===== src/soc_bus_pkg.sv =====
package soc_bus_pkg;

	// Bus geometry
	localparam int ADDR_WIDTH = 32;
	localparam int DATA_WIDTH = 32;

	typedef logic [ADDR_WIDTH-1:0] addr_t;
	typedef logic [DATA_WIDTH-1:0] data_t;

	// One access as seen by the targets
	typedef struct packed {
		logic  rw;
		addr_t address;
		data_t wdata;
	} bus_cmd_t;

	// Bus owner with the same codes as the fault type
	typedef enum logic [1:0] {
		NONE = 2'd0,
		IBUS = 2'd1,
		DBUS = 2'd2,
		DMA  = 2'd3
	} requester_t;

	typedef struct packed {
		logic       valid;
		addr_t      address;
		requester_t requester;
	} fault_t;

	// Top nibble of the bus address, far nibble inside the bridge
	localparam logic [3:0] REGION_RAM    = 4'h1;
	localparam logic [3:0] REGION_BRIDGE = 4'h5;
	localparam logic [3:0] FAR_SYSREG    = 4'h9;

	// Register index from address bits 3:2
	localparam logic [1:0] SYSREG_LEDS    = 2'd0;
	localparam logic [1:0] SYSREG_SCRATCH = 2'd1;

	// Defaults for the top level
	localparam int RAM_WORDS = 512;
	localparam int LED_WIDTH = 10;

endpackage


===== src/bus_decoder.sv =====
module bus_decoder (
	input  logic                    i_clock,
	input  logic                    i_reset,

	// From the arbiter
	input  logic                    i_bus_request,
	input  soc_bus_pkg::bus_cmd_t   i_bus_cmd,
	input  soc_bus_pkg::requester_t i_owner,
	output logic                    o_bus_ready,
	output soc_bus_pkg::data_t      o_bus_rdata,

	// Target strobes and fault record
	output logic                    o_ram_request,
	output logic                    o_sysreg_request,
	output soc_bus_pkg::fault_t     o_fault,

	// Target answers
	input  logic                    i_ram_ready,
	input  soc_bus_pkg::data_t      i_ram_rdata,
	input  logic                    i_sysreg_ready,
	input  soc_bus_pkg::data_t      i_sysreg_rdata
);
	import soc_bus_pkg::*;

	logic [3:0] region;
	logic [3:0] far;
	logic       ram_select;
	logic       sysreg_select;
	logic       unmapped_access;
	logic       unmapped_ready;
	fault_t     fault;

	// ================================================
	// Region decode
	// ================================================
	assign region = i_bus_cmd.address[ADDR_WIDTH-1 -: 4];
	assign far    = i_bus_cmd.address[ADDR_WIDTH-5 -: 4];

	assign ram_select    = (region == REGION_RAM);
	assign sysreg_select = (region == REGION_BRIDGE) && (far == FAR_SYSREG);

	assign o_ram_request    = i_bus_request && ram_select;
	assign o_sysreg_request = i_bus_request && sysreg_select;

	// Anything else is unmapped including the rest of the bridge window
	assign unmapped_access = i_bus_request && !ram_select && !sysreg_select
		&& !unmapped_ready;

	// Unmapped answer and first fault capture
	always_ff @(posedge i_clock) begin
		if (i_reset) begin
			unmapped_ready <= 1'b0;
			fault <= '0;
		end else begin
			unmapped_ready <= unmapped_access;
			if (unmapped_access && !fault.valid) begin
				fault.valid <= 1'b1;
				fault.address <= i_bus_cmd.address;
				fault.requester <= i_owner;
			end
		end
	end

	// Return path
	assign o_bus_ready =
		ram_select    ? i_ram_ready    :
		sysreg_select ? i_sysreg_ready :
		unmapped_ready;

	assign o_bus_rdata =
		ram_select    ? i_ram_rdata    :
		sysreg_select ? i_sysreg_rdata :
		'0;

	assign o_fault = fault;

endmodule


===== config.mk =====
export PLATFORM = sky130hd
export DESIGN_NAME = bus_decoder
export DESIGN_NICKNAME = d
export VERILOG_FILES = /design/src/soc_bus_pkg.sv /design/src/bus_decoder.sv
export SDC_FILE = /design/constraint.sdc
export NUM_CORES = 1
export LEC_CHECK = 0
export BUFFER_PORTS_ARGS = -buffer_cell sky130_fd_sc_hd__buf_2
export CAP_MARGIN = 20
export CORE_MARGIN = 4
export CORE_UTILIZATION = 41
export CTS_CLUSTER_SIZE = 28
export DETAILED_ROUTE_END_ITERATION = 8
export PLACE_DENSITY = 0.91
export SLEW_MARGIN = 10
export SYNTH_ARGS = -nofsm -noshare
export SYNTH_HDL_FRONTEND = slang
export SYNTH_SLANG_ARGS = --single-unit
export TNS_END_PERCENT = 50

===== constraint.sdc =====
create_clock -name i_clock -period 2.1 [get_ports i_clock]
set_input_delay 0.105 -clock i_clock [delete_from_list [all_inputs] [get_ports i_clock]]
set_output_delay 0.105 -clock i_clock [all_outputs]
set_load 0.005 [all_outputs]

==> results.tsv, run 1 <==
stage	metric	value	unit
clock_network	numClockSinks	36	
yosys	ys_top_cells_by_count	nand2b_1 (85), dfxtp_1 (36), mux2i_1 (34), nand3_1 (33), a21oi_1 (32)	
layout	area_delta_synth_final	39.06	%
sta	finalCritPeriodShare	82.91	%
floorplan	die_h	83.63	µm
sta	drv_slew	0	
yosys	avgSynthCellArea	8.465	µm²
worst_setup_path	path_class	reg -> reg	
floorplan	die_w	83.63	µm
worst_hold_path	min_to	o_fault[7]$_SDFFE_PP0P_	
clock_network	numCtsBuffers	5	
status	status	complete, no violations	
detailed_routing	wire_per_inst	12.94	µm
yosys	syn-num-nets	413	
clock_network	post-cts-setup-buffers	0	
sta	fin_crit	1741	ps
sta	layout_setup_ws	358.9	ps
clock_network	cts_buffer_depth	2	
sta	hold_viol_final	0	
power_and_ir_drop	vdd_drop_max	0.0003658	V
clock_network	clk_latency	270	ps
worst_setup_path	crit_path_end_kind	flip-flop	
layout	drive_gt1_share	46.19	%
layout	n_antenna_cell	0	
clock_network	cts_tree	yes	
worst_setup_path	cp-start-kind	flip-flop	
worst_setup_path	reg2reg_depth	3	
yosys	synth_seq_area_share	30.74	%
yosys	synthCells	277	
worst_setup_path	worstPathArrival	1860	ps
placed_design	dpl_worst_slack	222.1	ps
floorplan	design.core.area	0.005540	mm²
worst_setup_path	reg2reg_to	o_fault[2]$_SDFFE_PP0P_	
sta	hold-worst-slack	83.47	ps
worst_setup_path	r2r_setup_slack	360	ps
global_routing	grt_util_all_layers	18.17	%
yosys	synth_top_area_cell	dfxtp_1	
worst_hold_path	min_delay_path_depth	3	
yosys	synth.cell_area	0.002345	mm²
sta	max_slew_margin	35.67	%
global_routing	antenna_found_initial	0	
power_and_ir_drop	power.leakage	1.721	nW
worst_setup_path	worstPathCellList	or3b_1 -> a211o_2 -> mux2i_1	
yosys	ys_warn_count	0	
worst_setup_path	cp_max_fo	34	
worst_setup_path	timing.rr.start	o_fault[34]$_SDFFE_PP0P_	
detailed_routing	ant_nets	0	
yosys	ys_seq_elements	36	
run	maxCapViolCount	0	
floorplan	die-area	0.006993	mm²
global_routing	grt_pass1_wl	10740	µm
detailed_routing	vias_per_cell	4.865	
floorplan	rows	27	
placed_design	place.gp.congestion	0.8253	
power_and_ir_drop	p_per_area	504.3	mW/mm²
sta	finalSetupViolations	0	
yosys	synth_flop_cell	dfxtp_1	
detailed_routing	wl	6535	µm
global_routing	overflow	0	
layout	nets	569	
floorplan	ios	206	
sta	worst_slew_pin_slew	964.9	ps
clock_network	clk_pin_slew	70	ps
clock_network	cts.repair.resized	0	
detailed_routing	drtIter0Drc	63	
yosys	synth_cell_types	26	
detailed_routing	num_vias	2457	
clock_network	cts_hold_buffers	0	
sta	fin_tns_setup	0	ps
sta	clock_skew	5.430	ps
sta	grt_setup_unrepaired	no	
clock_network	h-tree-depth	2	
yosys	yosys-top-cells-area	dfxtp_1 (31%), nand2b_1 (23%), mux2i_1 (15%)	
detailed_routing	firstDrtPassIters	6	
yosys	ys_async_sr_fraction	0	%
worst_setup_path	cp_data_required_time	2210	ps
worst_setup_path	critPathSlowestCell	a211o_2	
yosys	synth_top_area_share	30.74	%
placed_design	dpl.hpwl	5176	µm
yosys	synth_most_common_cell	nand2b_1	
global_routing	grt_pass1_vias	2382	
placed_design	port_buffers	172	
clock_network	cts-root-buf	clkbuf_8	
sta	max_freq	574.4	MHz
floorplan	start_util	42.32	%
yosys	synth_enable_flop_cells	0	
worst_hold_path	hp-class	in -> reg	
global_routing	grt_max_degree	72	
worst_setup_path	slowest_delay	640	ps
detailed_routing	drc	0	
worst_hold_path	hp-start	i_bus_cmd[37]	
## per-layer routing
metal	global-route usage [%]	share of wire [%]	up-vias
li1	-	-	1241
met5	0	0	-
met2	32.61	48	120
met3	5.726	10	8
met1	20.24	40	1088
met4	5.848	1.8	0
## flip-flops by register name, indices dropped and copies added (netlist names)
name	count
o_fault	35
unmapped_ready	1
## logic make-up (layout without fill, tap and decap cells)
| logic type | Yosys count | in the layout | synth area share [%] |
|---|---|---|---|
| and+or+nand+nor | 146 | 146 | 39.65 |
| DFF | 36 | 36 | 30.74 |
| AOI/OAI and AO/OA | 35 | 35 | 7.844 |
| muxes | 34 | 34 | 14.51 |
| buffers and inverters | 26 | 182 | 7.257 |
## cell type report
type | instances | area [µm²]
Sequential cell | 36 | 720.7
Fill cell | 503 | 2280
Multi-Input combinational cell | 215 | 1470
Tap cell | 72 | 90.09
Clock buffer | 7 | 96.34
Timing Repair Buffer | 175 | 883.3
## critical path: cells and delay by family (launching register included)
family	cells	cell delay (ps)
compound gates	1	640
simple gates	1	370
flops	1	320
mux	1	230
## stage by stage
stage | cells | area (µm²) | util (%) | total power [mW]
finish | 505 | 3261 | 58.85 | 1.644
CTS | 505 | 3261 | 58.85 | 1.673
floorplan | 277 | 2345 | - | 0.9966
global placement | 498 | 3164 | 57.11 | 1.146
global route | 505 | 3261 | 58.85 | 1.751
detailed placement | 498 | 3164 | 57.11 | 1.161
## layout by cell type, fill, tap and decap left out, drive strengths merged, types with 2 or more instances in the layout
cell type and n:
clkbuf 7, mux2i 34, nand2b 85, or2b 16, dfxtp 36, a21oi 32
and2 2, or3b 3, nand3 33, buf 175
## how the worst max path moves through the flow
stage | from | end | slack, ps | cells past startpoint
after floorplan | o_fault[34]$_SDFFE_PP0P_ | o_fault[0]$_SDFFE_PP0P_ | 690 | 5
after global placement | i_bus_cmd[63] | o_fault[24]$_SDFFE_PP0P_ | 310 | 4
after detailed placement | i_bus_cmd[63] | o_fault[2]$_SDFFE_PP0P_ | 220 | 4
after CTS | o_fault[34]$_SDFFE_PP0P_ | o_fault[2]$_SDFFE_PP0P_ | 320 | 3
after global routing | o_fault[34]$_SDFFE_PP0P_ | o_fault[2]$_SDFFE_PP0P_ | 250 | 3
final | o_fault[34]$_SDFFE_PP0P_ | o_fault[2]$_SDFFE_PP0P_ | 360 | 3
## power breakdown
part	internal, mW	total [mW]	switching, mW
Combinational	0.214	0.387	0.173
Clock	0.292	0.503	0.212
Sequential	0.732	0.754	0.0218
Total	1.24	1.64	0.406
Note: power is estimated with default switching activity, not from simulation.
==> run 2, diff against run 1 <==
- CORE_UTILIZATION: 41 -> 35
- PLACE_DENSITY: 0.91 -> 0.83
- clock period: 2.1 -> 1.48 ns (I/O delays scaled with it)
==> run 2 against run 1 <==
Register-to-register slack lost 330 ps. Hold slack lost 38 ps. Die area grew 15%. Worst setup slack lost 330 ps. Clock-buffer cell count is the same. Critical endpoint is now o_fault[29]$_SDFFE_PP0P_. Combinational power grew 56%. Final cell count grew 2.8%.
==> results.tsv, run 2 (synthesized netlist as in run 1, its figures left out) <==
stage	metric	value	unit	change
layout	area_delta_synth_final	47.12	%	was 39.06%
global_routing	use_met2	31.02	%	was 32.61%
global_routing	grt_util_all_layers	16.31	%	was 18.17%
global_routing	grt_pass1_wl	11250	µm	was 10740 µm
sta	fin_crit	1450	ps	was 1741 ps
placed_design	placed_area	0.003278	mm²	was 0.003164 mm²
worst_setup_path	worstPathArrival	1620	ps	was 1860 ps
global_routing	grt_max_degree	72		unchanged
power_and_ir_drop	p_per_area	755.6	mW/mm²	was 504.3 mW/mm²
worst_setup_path	cp_num_buf_inv	1		was 0
power_and_ir_drop	power.leakage	1.809	nW	was 1.721 nW
clock_network	cts_tree	yes		unchanged
clock_network	clk_latency	280	ps	was 270 ps
sta	drv_slew	0		unchanged
clock_network	cts-root-buf	clkbuf_8		unchanged
sta	fin_tns_setup	0	ps	unchanged
worst_setup_path	cp_max_fo	9		was 34
global_routing	grt_pass1_vias	2543		was 2382
worst_hold_path	hp-start	i_bus_cmd[43]		was i_bus_cmd[37]
sta	clock_skew	3.873	ps	was 5.430 ps
worst_setup_path	critPathSlowestCell	or3b_4		was a211o_2
clock_network	clk_pin_slew	70	ps	about the same
worst_setup_path	slowest_delay	380	ps	was 640 ps
worst_setup_path	path_delay_family	simple AND/OR/NAND/NOR gates		was compound AO/OA/AOI/OAI gates
layout	fin_cells	519		was 505
worst_setup_path	cp-start-kind	flip-flop		unchanged
floorplan	die-area	0.008073	mm²	was 0.006993 mm²
clock_network	cts_buffer_depth	2		unchanged
global_routing	antenna_found_initial	0		unchanged
sta	worst_slew_pin_slew	382.0	ps	was 964.9 ps
run	maxCapViolCount	0		unchanged
clock_network	numClockSinks	36		unchanged
worst_setup_path	cp-startpoint	o_fault[34]$_SDFFE_PP0P_		unchanged
placed_design	place.gp.congestion	0.8494		was 0.8253
layout	nets	577		was 569
power_and_ir_drop	vdd_drop_max	0.0004188	V	was 0.0003658 V
detailed_routing	num_vias	2488		was 2457
floorplan	ios	206		unchanged
detailed_routing	ant_nets	0		unchanged
layout	utilization	53.71	%	was 58.85%
sta	grt_setup_unrepaired	yes		was no
global_routing	grt_util_met3	4.841	%	was 5.726%
sta	max_slew_margin	74.48	%	was 35.67%
worst_setup_path	timing.rr.start	o_fault[34]$_SDFFE_PP0P_		unchanged
placed_design	dpl_worst_slack	37.34	ps	was 222.1 ps
layout	final_cell_area	0.003450	mm²	was 0.003261 mm²
clock_network	numCtsBuffers	5		unchanged
clock_network	h-tree-depth	2		unchanged
worst_hold_path	hp-class	in -> reg		unchanged
floorplan	die_h	89.85	µm	was 83.63 µm
detailed_routing	drc	0		unchanged
layout	final_cell_mix	buf_2 (172), nand2b_1 (85), mux2i_1 (34), dfxtp_1 (34), nand3_1 (33)		was buf_2 (172), nand2b_1 (85), dfxtp_1 (36)
layout	layout_commonest_cell	buf_2		unchanged
worst_setup_path	cp_data_required_time	1650	ps	was 2210 ps
detailed_routing	wire_per_inst	13.39	µm	was 12.94 µm
sta	finalSetupViolations	0		unchanged
detailed_routing	firstDrtPassIters	4		was 6
detailed_routing	drtIter0Drc	66		was 63
layout	largest_reg_flops	35		unchanged
placed_design	dpl.hpwl	5363	µm	was 5176 µm
worst_setup_path	worstPathCellList	or3b_4 -> a211o_4 -> clkbuf_16 -> mux2i_1		was or3b_1 -> a211o_2 -> mux2i_1
detailed_routing	wl	6947	µm	was 6535 µm
power_and_ir_drop	total_power	2.606	mW	was 1.644 mW
sta	max_freq	689.6	MHz	was 574.4 MHz
placed_design	port_buffers	172		unchanged
floorplan	design.core.area	0.006422	mm²	was 0.005540 mm²
worst_setup_path	path_class	reg -> reg		unchanged
sta	finalCritPeriodShare	97.99	%	was 82.91%
floorplan	rows	29		was 27
global_routing	overflow	0		unchanged
layout	drive_gt1_share	47.96	%	was 46.19%
worst_setup_path	crit_path_end_kind	flip-flop		unchanged
floorplan	die_w	89.85	µm	was 83.63 µm
sta	layout_setup_ws	29.79	ps	was 358.9 ps
sta	hold_viol_final	0		unchanged
status	status	complete, no violations		unchanged
global_routing	grt.busiest_layer	met2		unchanged
floorplan	start_util	36.51	%	was 42.32%
layout	n_antenna_cell	0		unchanged
placed_design	place_inst	509		was 498
sta	hold-worst-slack	45.51	ps	was 83.47 ps
detailed_routing	vias_per_cell	4.794		was 4.865
global_routing	grt_use_met1	17.38	%	was 20.24%
## run 2: cell types whose count changed in the layout (fill, tap and decap cells not counted), sizes merged
cell and change:
buf +7, bufinv +1, clkbuf +1
## run 2: routing by layer
metal,share of wire (%),vias up
met1,38,1111
li1,-,1252
met4,0.53,0
met5,0,-
met3,9.8,2
met2,52,123
## run 2: timing repair
action / in CTS / in global routing
hold buffers: 0 / 0
endpoints found under the hold margin: 0 / 0
buffers inserted: 0 / 1
gates resized for setup: 0 / 4
endpoints found under the setup margin: 0 / 24
## run 2: cell type report
cell class | count | area [µm²]
timing repair buffer | 183 | 1023
fill | 604 | 2973
tap | 77 | 96.34
multi-input combinational | 215 | 1480
sequential | 36 | 723.2
clock buffer | 7 | 96.34
clock inverter | 1 | 30.03
## run 2: tightest hold or removal path, cell delays in order
cell      delay (ps)
buf_2             90
nand2b_1          60
mux2i_1           50
## run 2: final timing paths
check	slack, ps	endpoint	cells after the start
setup / recovery	30	o_fault[29]$_SDFFE_PP0P_	4
hold reg to reg	470	o_fault[19]$_SDFFE_PP0P_	2
setup reg to reg	30	o_fault[29]$_SDFFE_PP0P_	4
hold / removal	50	o_fault[13]$_SDFFE_PP0P_	3
## run 2: power breakdown
| part | total [mW] | internal, mW | leakage, nW | switching [mW] |
|---|---|---|---|---|
| Sequential | 1.07 | 1.04 | 0.296 | 0.0313 |
| Combinational | 0.605 | 0.346 | 1.45 | 0.259 |
| Clock | 0.931 | 0.594 | 0.0645 | 0.337 |
