<file path="src/soc_bus_pkg.sv">
package soc_bus_pkg;

	// Bus geometry
	localparam int ADDR_WIDTH = 32;
	localparam int DATA_WIDTH = 32;

	typedef logic [ADDR_WIDTH-1:0] addr_t;
	typedef logic [DATA_WIDTH-1:0] data_t;

	// One access as seen by the targets
	typedef struct packed {
		logic  rw;
		addr_t address;
		data_t wdata;
	} bus_cmd_t;

	// Bus owner with the same codes as the fault type
	typedef enum logic [1:0] {
		NONE = 2'd0,
		IBUS = 2'd1,
		DBUS = 2'd2,
		DMA  = 2'd3
	} requester_t;

	typedef struct packed {
		logic       valid;
		addr_t      address;
		requester_t requester;
	} fault_t;

	// Top nibble of the bus address, far nibble inside the bridge
	localparam logic [3:0] REGION_RAM    = 4'h1;
	localparam logic [3:0] REGION_BRIDGE = 4'h5;
	localparam logic [3:0] FAR_SYSREG    = 4'h9;

	// Register index from address bits 3:2
	localparam logic [1:0] SYSREG_LEDS    = 2'd0;
	localparam logic [1:0] SYSREG_SCRATCH = 2'd1;

	// Defaults for the top level
	localparam int RAM_WORDS = 512;
	localparam int LED_WIDTH = 10;

endpackage

</file>
<file path="src/bus_arbiter.sv">
module bus_arbiter (
	input  logic                    i_clock,
	input  logic                    i_reset,

	// Instruction port
	input  logic                    i_ibus_request,
	input  soc_bus_pkg::addr_t      i_ibus_address,
	output logic                    o_ibus_ready,
	output soc_bus_pkg::data_t      o_ibus_rdata,

	// Data port
	input  logic                    i_dbus_request,
	input  soc_bus_pkg::bus_cmd_t   i_dbus_cmd,
	output logic                    o_dbus_ready,
	output soc_bus_pkg::data_t      o_dbus_rdata,

	// DMA port
	input  logic                    i_dma_request,
	input  soc_bus_pkg::bus_cmd_t   i_dma_cmd,
	output logic                    o_dma_ready,
	output soc_bus_pkg::data_t      o_dma_rdata,

	// Shared bus
	output logic                    o_bus_request,
	output soc_bus_pkg::bus_cmd_t   o_bus_cmd,
	output soc_bus_pkg::requester_t o_owner,
	input  logic                    i_bus_ready,
	input  soc_bus_pkg::data_t      i_bus_rdata
);
	import soc_bus_pkg::*;

	requester_t grant;
	requester_t owner;
	bus_cmd_t   ibus_cmd;

	// Fetches are always reads
	assign ibus_cmd = '{rw: 1'b0, address: i_ibus_address, wdata: '0};

	// Hold the grant, else pick by fixed priority
	always_comb begin
		if (grant != NONE)
			owner = grant;
		else if (i_ibus_request)
			owner = IBUS;
		else if (i_dbus_request)
			owner = DBUS;
		else if (i_dma_request)
			owner = DMA;
		else
			owner = NONE;
	end

	// Released on the cycle after ready
	always_ff @(posedge i_clock) begin
		if (i_reset)
			grant <= NONE;
		else if (i_bus_ready)
			grant <= NONE;
		else
			grant <= owner;
	end

	// ================================================
	// Bus side mux
	// ================================================
	always_comb begin
		case (owner)
			IBUS: begin
				o_bus_request = i_ibus_request;
				o_bus_cmd = ibus_cmd;
			end
			DBUS: begin
				o_bus_request = i_dbus_request;
				o_bus_cmd = i_dbus_cmd;
			end
			DMA: begin
				o_bus_request = i_dma_request;
				o_bus_cmd = i_dma_cmd;
			end
			default: begin
				o_bus_request = 1'b0;
				o_bus_cmd = '0;
			end
		endcase
	end

	assign o_owner = owner;

	// Answer goes back to the owner alone
	assign o_ibus_ready = i_bus_ready && (owner == IBUS);
	assign o_dbus_ready = i_bus_ready && (owner == DBUS);
	assign o_dma_ready  = i_bus_ready && (owner == DMA);

	assign o_ibus_rdata = (owner == IBUS) ? i_bus_rdata : '0;
	assign o_dbus_rdata = (owner == DBUS) ? i_bus_rdata : '0;
	assign o_dma_rdata  = (owner == DMA) ? i_bus_rdata : '0;

endmodule

</file>
<file path="config.mk">
export PLATFORM = sky130hd
export DESIGN_NAME = bus_arbiter
export DESIGN_NICKNAME = d
export VERILOG_FILES = /design/src/soc_bus_pkg.sv /design/src/bus_arbiter.sv
export SDC_FILE = /design/constraint.sdc
export NUM_CORES = 1
export LEC_CHECK = 0
export BUFFER_PORTS_ARGS = -buffer_cell sky130_fd_sc_hd__buf_2
export CAP_MARGIN = 25
export CORE_AREA = 2 2 143 145
export DETAILED_ROUTE_END_ITERATION = 8
export DIE_AREA = 0 0 145 147
export PLACE_DENSITY = 0.46
export SLEW_MARGIN = 20
export SYNTH_ARGS = -nofsm -noshare
export SYNTH_HDL_FRONTEND = slang
export SYNTH_SLANG_ARGS = --single-unit
</file>
<file path="constraint.sdc">
create_clock -name i_clock -period 4.17 [get_ports i_clock]
set_input_delay 0.6255 -clock i_clock [delete_from_list [all_inputs] [get_ports i_clock]]
set_output_delay 0.6255 -clock i_clock [all_outputs]
set_load 0.005 [all_outputs]
</file>
==> results.py, run 1 <==
metrics = {
    "setup_path": {
        "cp_max_fo": 88,
        "cp_cell_sequence": "nor2_2 -> a32o_4 -> a222oi_1 -> nor2_1 -> buf_2",
        "cp-end-kind": "output port",
        "slowest_delay_ns": 0.82,
        "cp-start-kind": "register",
        "r2r_cells": 3,
        "r2r_start": "grant[0]$_SDFF_PP0_",
        "path_delay_family": "compound AO/OA/AOI/OAI gates",
        "cp.buffers_inverters": 1,
        "worstPathArrival_ns": 2.38,
        "r2r_slack_ns": 2.41,
        "crit_slowest_cell": "a32o_4",
        "r2r-end": "grant[1]$_SDFF_PP0_",
        "crit_type": "reg -> out",
        "critPathRequiredTime_ns": 3.54,
    },
    "min_path": {
        "holdPathEnd": "grant[1]$_SDFF_PP0_",
        "hold_path.class": "in -> reg",
        "min-delay-start": "i_reset",
        "holdPathStages": 2,
    },
    "pwr": {
        "power.internal_uw": 379,
        "power_frac_comb": 0.731,
        "clkPwrFrac": 0.231,
        "p_sw_uw": 246,
        "power.leakage_uw": 0.00239,
        "p_per_area_mw_per_mm2": 155,
        "p_total_uw": 626,
        "pwr-share-seq": 0.039,
        "ir_drop_uv": 80.5,
        "p_sw_frac": 0.394,
    },
    "die": {
        "core_area_mm2": 0.0198,
        "start_util": 0.0954,
        "ios": 367,
        "design.die.area_mm2": 0.0213,
        "die_x_um": 145,
        "rows": 52,
        "die_h_um": 147,
    },
    "final_layout": {
        "drive_gt1_frac": 0.617,
        "largest_reg_flops": 2,
        "layoutNonFillerInstCount": 898,
        "layout_top_registers": "grant: 2 flops",
        "finalNetCount": 829,
        "syn2layout_area_growth_pct": 113,
        "regMostFlops": "grant",
    },
    "timing": {
        "holdWs_ns": 0.593,
        "worst_pin_slew_ns": 0.918,
        "setup_slack_ns": 1.17,
        "setup_violations": 0,
        "finalCritPeriodShare": 0.720,
        "slew_viol_final": 0,
        "max_freq_ghz": 0.333,
        "clock_skew_ns": 0.000403,
        "final_hold_viol_count": 0,
        "fin_crit_ns": 3.00,
        "rsz0062_at_grt": "no",
        "setup_tns_ns": 0,
        "slew_headroom": 0.388,
    },
    "clock_tree": {
        "cts_buffers": 3,
        "root_buffer": "clkbuf_16",
        "numClockSinks": 2,
        "cts_setup_buffers": 0,
        "cts.repair.resized": 0,
        "cts_hold_buf": 0,
        "cts_buffer_depth": 2,
        "cts-htree-levels": 1,
        "clkTransAtPathRegs_ns": 0.03,
        "cts_tree": "yes",
        "insertion_delay_ns": 0.22,
    },
    "global_routing": {
        "first_global_vias": 3170,
        "grt_pass1_wl_um": 17600,
        "antenna_found_initial": 2,
        "grt_use_total": 0.102,
        "overflow": 0,
        "grt_max_degree": 89,
    },
    "placed_design": {
        "io_buffers": 366,
        "pre_cts_ws_ns": 1.19,
        "dp.cells": 894,
        "hpwl_um": 10100,
        "gp_congestion": 0.774,
    },
    "routing": {
        "dr.pass1.iters": 5,
        "finalWirelength_um": 12300,
        "drt_iter0_drc": 198,
        "avgRoutedWirePerCell_um": 13.7,
        "drcViolationCount": 0,
        "vias": 3445,
        "viasPerCell": 3.84,
        "postRouteAntennaNets": 0,
    },
    "logic_synthesis": {
        "syn_area_per_cell_um2": 6.57,
        "synthDistinctLibCells": 26,
        "synth.cell_area_mm2": 0.00189,
        "synthesis.nets": 488,
        "yosysWarnings": 0,
        "yosysSeqAreaShare": 0.0212,
        "syn_inst": 288,
        "ys_ff_latch": 2,
    },
    "run": {
        "cap_violations": 0,
    },
    "run_status": {
        "status": "complete, no violations",
    },
}
[per-layer routing]
metal,global-route usage,vias to the layer above,wire length (um)
li1,-,1697,-
met1,0.120,1523,4860
met2,0.195,213,6280
met3,0.0214,10,1030
met4,0.0158,2,123
met5,0,-,13
[how the worst max path moves through the flow]
stage | startpoint | endpoint | slack, ns | cells past startpoint
5_1_grt | grant[0]$_SDFF_PP0_ | o_bus_cmd[45] | 0.92 | 5
4_1_cts | grant[1]$_SDFF_PP0_ | o_bus_cmd[54] | 1.10 | 5
3_3_place_gp | i_dma_request | o_bus_cmd[37] | 1.15 | 6
2_1_floorplan | i_dma_request | o_bus_cmd[37] | 1.97 | 5
6_report | grant[0]$_SDFF_PP0_ | o_bus_cmd[56] | 1.17 | 5
3_5_place_dp | i_dma_request | o_bus_cmd[37] | 1.19 | 6
[power groups by stage]
stage	clock network, uW	registers, uW	logic (uW)
6_report	144	24.3	457
5_1_grt	151	24.8	501
4_1_cts	147	24.7	461
3_5_place_dp	0	24.8	459
3_3_place_gp	0	24.9	463
2_1_floorplan	0	20.7	213
[cell type report]
class	count	area [um2]
Fill cell	2248	15800
Clock buffer	3	75.1
Sequential cell	2	40.0
Inverter	14	52.6
Multi-Input combinational cell	237	1650
Tap cell	270	338
Timing Repair Buffer	371	1870
Antenna cell	1	2.50
[placed cells by master, fill, tap and decap left out]
| master | synthesis | final |
|---|---|---|
| a221oi_2 | 6 | 6 |
| nand2_1 | 10 | 10 |
| nor2_2 | 1 | 1 |
| a21oi_4 | 0 | 1 |
| dfxtp_1 | 2 | 2 |
| inv_1 | 14 | 14 |
| nor3_4 | 1 | 1 |
| nor3b_2 | 1 | 1 |
| and3b_1 | 1 | 1 |
| buf_4 | 3 | 5 |
| diode_2 | 0 | 1 |
| a21oi_1 | 12 | 11 |
| clkbuf_16 | 0 | 3 |
| and2_1 | 113 | 113 |
| nor3_1 | 2 | 2 |
| a221o_1 | 15 | 15 |
| xnor2_1 | 1 | 1 |
| nor2b_1 | 1 | 1 |
| nor2_1 | 26 | 24 |
| nor2_4 | 0 | 2 |
| or2_1 | 1 | 1 |
| buf_2 | 11 | 366 |
| a221oi_1 | 4 | 4 |
| a22oi_1 | 15 | 15 |
| a222oi_1 | 8 | 8 |
| a32o_4 | 0 | 1 |
| a22o_1 | 18 | 18 |
[cell usage after synthesis]
cell type / n / area share
a221oi_1: 4 / 0.019
inv_1: 14 / 0.028
and2_1: 113 / 0.37
and3b_1: 1 / 0.0046
a221oi_2: 6 / 0.048
nor3_1: 2 / 0.0053
clkbuf_1: 16 / 0.032
dfxtp_1: 2 / 0.021
nor3_4: 1 / 0.0086
nor2_2: 1 / 0.0033
nor2_1: 26 / 0.052
a221o_1: 15 / 0.079
nand2_1: 10 / 0.020
a222oi_1: 8 / 0.042
a22oi_1: 15 / 0.059
clkbuf_2: 1 / 0.0026
buf_4: 3 / 0.012
or2_1: 1 / 0.0033
nor2b_1: 1 / 0.0033
buf_2: 11 / 0.029
buf_6: 4 / 0.024
nor3b_2: 1 / 0.0066
a21oi_1: 12 / 0.032
xnor2_1: 1 / 0.0046
a22o_1: 18 / 0.083
a32o_1: 1 / 0.0053
[cell families (layout without fill, tap and decap cells)]
kind of cell	count (synthesis)	in the layout	share of synthesized area
AND/OR/NAND/NOR	157	157	0.480
AO/OA/AOI/OAI	79	79	0.367
buffers and inverters	49	388	0.127
flip-flops	2	2	0.0212
XOR/XNOR	1	1	0.00463
other	0	1	0
[stage by stage]
step	utilization	cell area [um2]
after floorplan	-	1890
after global placement	0.199	3950
after detailed placement	0.199	3950
after CTS	0.203	4030
after global routing	0.203	4030
final	0.203	4030
Power figures use the tool's default switching activity.
==> inputs of run 2 (changes only) <==
--- a/config.mk
+++ b/config.mk
@@ -5,12 +5,13 @@
 export SDC_FILE = /design/constraint.sdc
 export NUM_CORES = 1
 export LEC_CHECK = 0
+export ABC_AREA = 1
 export BUFFER_PORTS_ARGS = -buffer_cell sky130_fd_sc_hd__buf_2
 export CAP_MARGIN = 25
-export CORE_AREA = 2 2 143 145
+export CORE_AREA = 2 2 144 146
 export DETAILED_ROUTE_END_ITERATION = 8
-export DIE_AREA = 0 0 145 147
-export PLACE_DENSITY = 0.46
+export DIE_AREA = 0 0 146 148
+export PLACE_DENSITY = 0.47
 export SLEW_MARGIN = 20
 export SYNTH_ARGS = -nofsm -noshare
 export SYNTH_HDL_FRONTEND = slang
==> constraint.sdc (replaced) <==
create_clock -name i_clock -period 2.5 [get_ports i_clock]
set_input_delay 0.375 -clock i_clock [delete_from_list [all_inputs] [get_ports i_clock]]
set_output_delay 0.375 -clock i_clock [all_outputs]
set_load 0.005 [all_outputs]
==> results.py, run 2 <==
metrics = {
    "die": {
        "die_x_um": 146,
        "rows": 52,
        "design.die.area_mm2": 0.0216,
        "die_h_um": 148,
        "start_util": 0.102,
        "ios": 367,
        "core_area_mm2": 0.0200,
    },
    "logic_synthesis": {
        "async_flop_share": 0,
        "yosysWarnings": 0,
        "synthesis.nets": 631,
        "synth_enable_flop_cells": 0,
        "syn_inst": 431,
        "synthDistinctLibCells": 16,
        "synth.cell_area_mm2": 0.00204,
        "yosysSeqAreaShare": 0.0196,
        "syn_area_per_cell_um2": 4.74,
        "synthMostInstantiatedCell": "nand3_1",
        "ys_ff_latch": 2,
        "synth_top_flop_cell": "dfxtp_1",
        "synth.top_cell.area_share": 0.401,
        "yosysTopAreaCell": "nand3_1",
        "ys_top_cells_by_area": "nand3_1 (40%), nor2_1 (18%), nand4_1 (9.8%), nand2_1 (7.3%), inv_1 (6.8%)",
        "synthTopCellsByCount": "nand3_1 (164), nor2_1 (100), nand2_1 (40)",
    },
    "clock_tree": {
        "numClockSinks": 2,
        "cts_buffers": 3,
        "cts_tree": "yes",
        "clkTransAtPathRegs_ns": 0.03,
        "cts_hold_buf": 0,
        "insertion_delay_ns": 0.22,
        "cts-htree-levels": 1,
        "cts.repair.resized": 0,
        "cts_setup_buffers": 0,
        "root_buffer": "clkbuf_16",
        "cts_buffer_depth": 2,
    },
    "setup_path": {
        "slowest_delay_ns": 0.36,
        "cp-start-kind": "register",
        "cp_cell_sequence": "inv_2 -> buf_4 -> nand2_4 -> inv_1 -> nand2_2 -> nor2_1 -> buf_2",
        "r2r_cells": 5,
        "crit_type": "reg -> out",
        "cp_max_fo": 33,
        "r2r-end": "grant[0]$_SDFF_PP0_",
        "worstPathArrival_ns": 1.84,
        "r2r_start": "grant[0]$_SDFF_PP0_",
        "critPathRequiredTime_ns": 2.12,
        "cp-end-kind": "output port",
        "r2r_slack_ns": 1.18,
        "setup.worst_path.start": "grant[1]$_SDFF_PP0_",
        "crit_slowest_cell": "nand2_2",
    },
    "placed_design": {
        "hpwl_um": 11200,
        "gp_congestion": 0.781,
        "pre_cts_ws_ns": 0.353,
        "io_buffers": 366,
    },
    "global_routing": {
        "grt_use_total": 0.117,
        "first_global_vias": 3841,
        "antenna_found_initial": 5,
        "overflow": 0,
        "grt_max_degree": 80,
        "grt_pass1_wl_um": 20700,
    },
    "timing": {
        "max_freq_ghz": 0.451,
        "setup_violations": 0,
        "slew_viol_final": 0,
        "final_hold_viol_count": 0,
        "finalCritPeriodShare": 0.886,
        "worst_pin_slew_ns": 0.667,
        "rsz0062_at_grt": "no",
        "slew_headroom": 0.554,
        "setup_tns_ns": 0,
        "holdWs_ns": 0.343,
        "clock_skew_ns": 0.000813,
        "setup_slack_ns": 0.285,
        "fin_crit_ns": 2.22,
    },
    "min_path": {
        "min-delay-start": "i_reset",
        "hold_path.class": "in -> reg",
        "holdPathEnd": "grant[1]$_SDFF_PP0_",
        "holdPathStages": 2,
    },
    "routing": {
        "drt_iter0_drc": 222,
        "dr.pass1.iters": 5,
        "avgRoutedWirePerCell_um": 13.4,
        "finalWirelength_um": 14000,
        "postRouteAntennaNets": 0,
        "vias": 4190,
        "viasPerCell": 4.03,
        "drcViolationCount": 0,
    },
    "final_layout": {
        "fill_cells": 2363,
        "drive_gt1_frac": 0.508,
        "largest_reg_flops": 2,
        "final_common_cell": "buf_2",
        "layout_top_registers": "grant: 2 flops",
        "layout_common_cells": "buf_2 (366), nand3_1 (164), nor2_1 (100)",
        "syn2layout_area_growth_pct": 104,
        "regMostFlops": "grant",
        "finalNetCount": 969,
    },
    "run_status": {
        "status": "complete, no violations",
    },
    "run": {
        "cap_violations": 0,
    },
    "pwr": {
        "ir_drop_uv": 129,
        "power.leakage_uw": 0.00270,
        "p_per_area_mw_per_mm2": 284,
    },
}
run 2: cell types whose count changed in the layout (fill, tap and decap cells not counted), sizes merged, moves of 8 or more:
cell and change:
and2 -113, a222oi -8, buf +8, a22o -18, nor2 +74, nand3 +164
inv +24, a221o -15, nand4 +32, a22oi -15, nand2 +35, a21oi -11
a221oi -10
run 2: report_power, final:
group,switching (uW),internal [uW]
logic,511,394
registers,2.09,33.9
clock network,37.1,204
total,550,631
run 2: area by class of cell:
type | count | area (um2) | share of cell area
timing repair buffer | 379 | 1940 | 0.466
clock buffer | 3 | 75.1 | 0.0180
tap | 270 | 338 | 0.0812
sequential | 2 | 40.0 | 0.00962
multi-input combinational | 345 | 1620 | 0.389
inverter | 38 | 143 | 0.0343
antenna | 2 | 5.00 | 0.00120
run 2: cells by family (layout without fill, tap and decap cells):
| logic type | count (synthesis) | count (layout) | share of synthesized area |
|---|---|---|---|
| AND/OR/NAND/NOR | 344 | 344 | 0.782 |
| AO/OA/AOI/OAI | 1 | 1 | 0.00428 |
| other | 0 | 2 | 0 |
| flip-flops | 2 | 2 | 0.0196 |
| buffers and inverters | 84 | 420 | 0.194 |
run 2: worst max-delay path, delay by kind of cell (launching register included):
kind	cells	cell delay, ns
and+or+nand+nor	3	0.71
buffers and inverters	4	0.57
DFF	1	0.31
run 2: worst max-delay path by stage:
stage / endpoint / slack (ns) / depth (start not counted)
2_1_floorplan: o_bus_cmd[14] / 0.93 / 7
3_3_place_gp: o_ibus_rdata[21] / 0.42 / 8
3_5_place_dp: o_ibus_rdata[21] / 0.35 / 8
4_1_cts: o_ibus_rdata[21] / 0.25 / 7
5_1_grt: o_ibus_rdata[31] / 0.09 / 7
6_report: o_ibus_rdata[21] / 0.28 / 7
run 2: stage by stage:
step	utilization	cell area, um2	std cells	total power [uW]
floorplan	-	2040	431	487
global placement	0.204	4080	1034	949
detailed placement	0.204	4080	1034	945
CTS	0.207	4160	1037	1190
global route	0.208	4160	1038	1290
finish	0.208	4160	1039	1180
run 2: routing by layer:
metal,track usage,vias to the layer above,wire length [um]
met2,0.227,198,7320
met5,0,-,27
met3,0.0336,16,1150
li1,-,2117,-
met1,0.129,1855,5340
met4,0.0194,4,129
==> inputs of run 3 (changes only) <==
--- a/config.mk
+++ b/config.mk
@@ -11,7 +11,7 @@
 export CORE_AREA = 2 2 144 146
 export DETAILED_ROUTE_END_ITERATION = 8
 export DIE_AREA = 0 0 146 148
-export PLACE_DENSITY = 0.47
+export PLACE_DENSITY_LB_ADDON = 0.3
 export SLEW_MARGIN = 20
 export SYNTH_ARGS = -nofsm -noshare
 export SYNTH_HDL_FRONTEND = slang
==> constraint.sdc (replaced) <==
create_clock -name i_clock -period 2.5 [get_ports i_clock]
set_input_delay 0.125 -clock i_clock [delete_from_list [all_inputs] [get_ports i_clock]]
set_output_delay 0.125 -clock i_clock [all_outputs]
set_load 0.005 [all_outputs]
==> results.py, run 3 (synthesized netlist as in run 2, its figures left out) <==
metrics = {
    "clock_tree": {
        "cts-htree-levels": 1,
        "root_buffer": "clkbuf_16",
        "insertion_delay_ns": 0.22,
        "cts_buffer_depth": 2,
        "cts.repair.resized": 0,
        "cts_hold_buf": 0,
        "cts_setup_buffers": 0,
        "clkTransAtPathRegs_ns": 0.03,
        "cts_tree": "yes",
        "cts_buffers": 3,
        "numClockSinks": 2,
    },
    "timing": {
        "final_hold_viol_count": 0,
        "rsz0062_at_grt": "no",
        "max_freq_ghz": 0.472,
        "setup_violations": 0,
        "fin_crit_ns": 2.12,
        "worst_pin_slew_ns": 0.665,
        "slew_headroom": 0.555,
        "clock_skew_ns": 0.000984,
        "slew_viol_final": 0,
        "setup_tns_ns": 0,
        "finalCritPeriodShare": 0.848,
    },
    "pwr": {
        "p_per_area_mw_per_mm2": 284,
        "ir_drop_uv": 149,
        "power.leakage_uw": 0.00270,
    },
    "setup_path": {
        "crit_type": "reg -> out",
        "critPathRequiredTime_ns": 2.38,
        "cp-start-kind": "register",
        "slowest_delay_ns": 0.46,
        "cp_max_fo": 33,
        "crit_slowest_cell": "nand2_2",
        "crit_top_cell": "nand2_2",
        "cp-end-kind": "output port",
        "worstPathArrival_ns": 1.99,
        "cp_cell_sequence": "nor2_4 -> nand2_2 -> buf_4 -> nand2_2 -> nor2_1 -> buf_2",
    },
    "routing": {
        "vias": 4206,
        "finalWirelength_um": 13900,
        "postRouteAntennaNets": 0,
        "dr.pass1.iters": 4,
        "viasPerCell": 4.06,
        "drcViolationCount": 0,
        "drt_iter0_drc": 221,
        "avgRoutedWirePerCell_um": 13.4,
    },
    "placed_design": {
        "dp.cells": 1031,
        "hpwl_um": 11000,
        "gp_congestion": 0.816,
        "io_buffers": 366,
    },
    "final_layout": {
        "fill_cells": 2383,
        "final_common_cell": "buf_2",
        "regMostFlops": "grant",
        "largest_reg_flops": 2,
        "layoutNonFillerInstCount": 1035,
        "drive_gt1_frac": 0.507,
        "syn2layout_area_growth_pct": 103,
        "layout_common_cells": "buf_2 (366), nand3_1 (164), nor2_1 (100)",
        "finalNetCount": 966,
        "layout_top_registers": "grant: 2 flops",
    },
    "die": {
        "ios": 367,
        "die_x_um": 146,
        "design.die.area_mm2": 0.0216,
        "die_h_um": 148,
        "start_util": 0.102,
        "core_area_mm2": 0.0200,
        "rows": 52,
    },
    "min_path": {
        "hold_path.class": "in -> reg",
    },
    "global_routing": {
        "grt_max_degree": 122,
        "grt_use_total": 0.116,
        "first_global_vias": 3770,
        "overflow": 0,
        "antenna_found_initial": 2,
        "grt_pass1_wl_um": 20100,
    },
    "run": {
        "cap_violations": 0,
    },
    "run_status": {
        "status": "complete, no violations",
    },
}
-- run 3: cell types whose count changed in the layout (fill, tap and decap cells not counted) --
cell | before | now
diode_2 | 2 | 1
buf_12 | 1 | 2
buf_4 | 12 | 8
-- run 3: final timing paths --
path / startpoint / endpoint / slack (ns) / depth (start not counted)
max: grant[0]$_SDFF_PP0_ / o_ibus_rdata[29] / 0.38 / 6
max reg2reg: grant[0]$_SDFF_PP0_ / grant[0]$_SDFF_PP0_ / 1.02 / 5
min: i_reset / grant[1]$_SDFF_PP0_ / 0.08 / 2
min reg2reg: grant[0]$_SDFF_PP0_ / grant[1]$_SDFF_PP0_ / 0.90 / 5
-- run 3: critical path: cells and delay by family, from the launching register on --
kind | cells | cell delay, ns
AND/OR/NAND/NOR | 4 | 0.88
buffers and inverters | 2 | 0.48
flip-flops | 1 | 0.39
-- run 3: report_power, final --
part | internal [uW] | switching, uW | leakage, uW
Sequential | 33.9 | 1.74 | 0.0000164
Clock | 203 | 35.3 | 0.0000370
Combinational | 393 | 510 | 0.00264
Total | 631 | 548 | 0.00270
-- run 3: cell type report --
type | count | area, um2 | area share
multi-input combinational | 345 | 1620 | 0.390
antenna | 1 | 2.50 | 0.000603
timing repair buffer | 376 | 1930 | 0.465
tap | 270 | 338 | 0.0814
clock buffer | 3 | 75.1 | 0.0181
sequential | 2 | 40.0 | 0.00965
inverter | 38 | 143 | 0.0344
-- run 3: per-stage QoR --
| stage | utilization | worst slack (ns) | total power [uW] | hold WS, ns | cell area (um2) |
|---|---|---|---|---|---|
| after floorplan | - | 1.25 | 487 | 0.202 | 2040 |
| after global placement | 0.203 | 0.612 | 960 | 0.313 | 4070 |
| after detailed placement | 0.203 | 0.606 | 948 | 0.312 | 4070 |
| after CTS | 0.207 | 0.378 | 1190 | 0.0844 | 4150 |
| after global routing | 0.207 | 0.202 | 1290 | 0.0913 | 4150 |
| final | 0.207 | 0.380 | 1180 | 0.0837 | 4150 |
-- run 3: routing by layer --
metal  up-vias  share of wire  GRT usage
met5         -        0.00094          0
met4         2          0.016     0.0272
met3        16          0.078     0.0330
met2       210           0.51      0.217
met1      1864           0.39      0.129
li1       2114              -          -
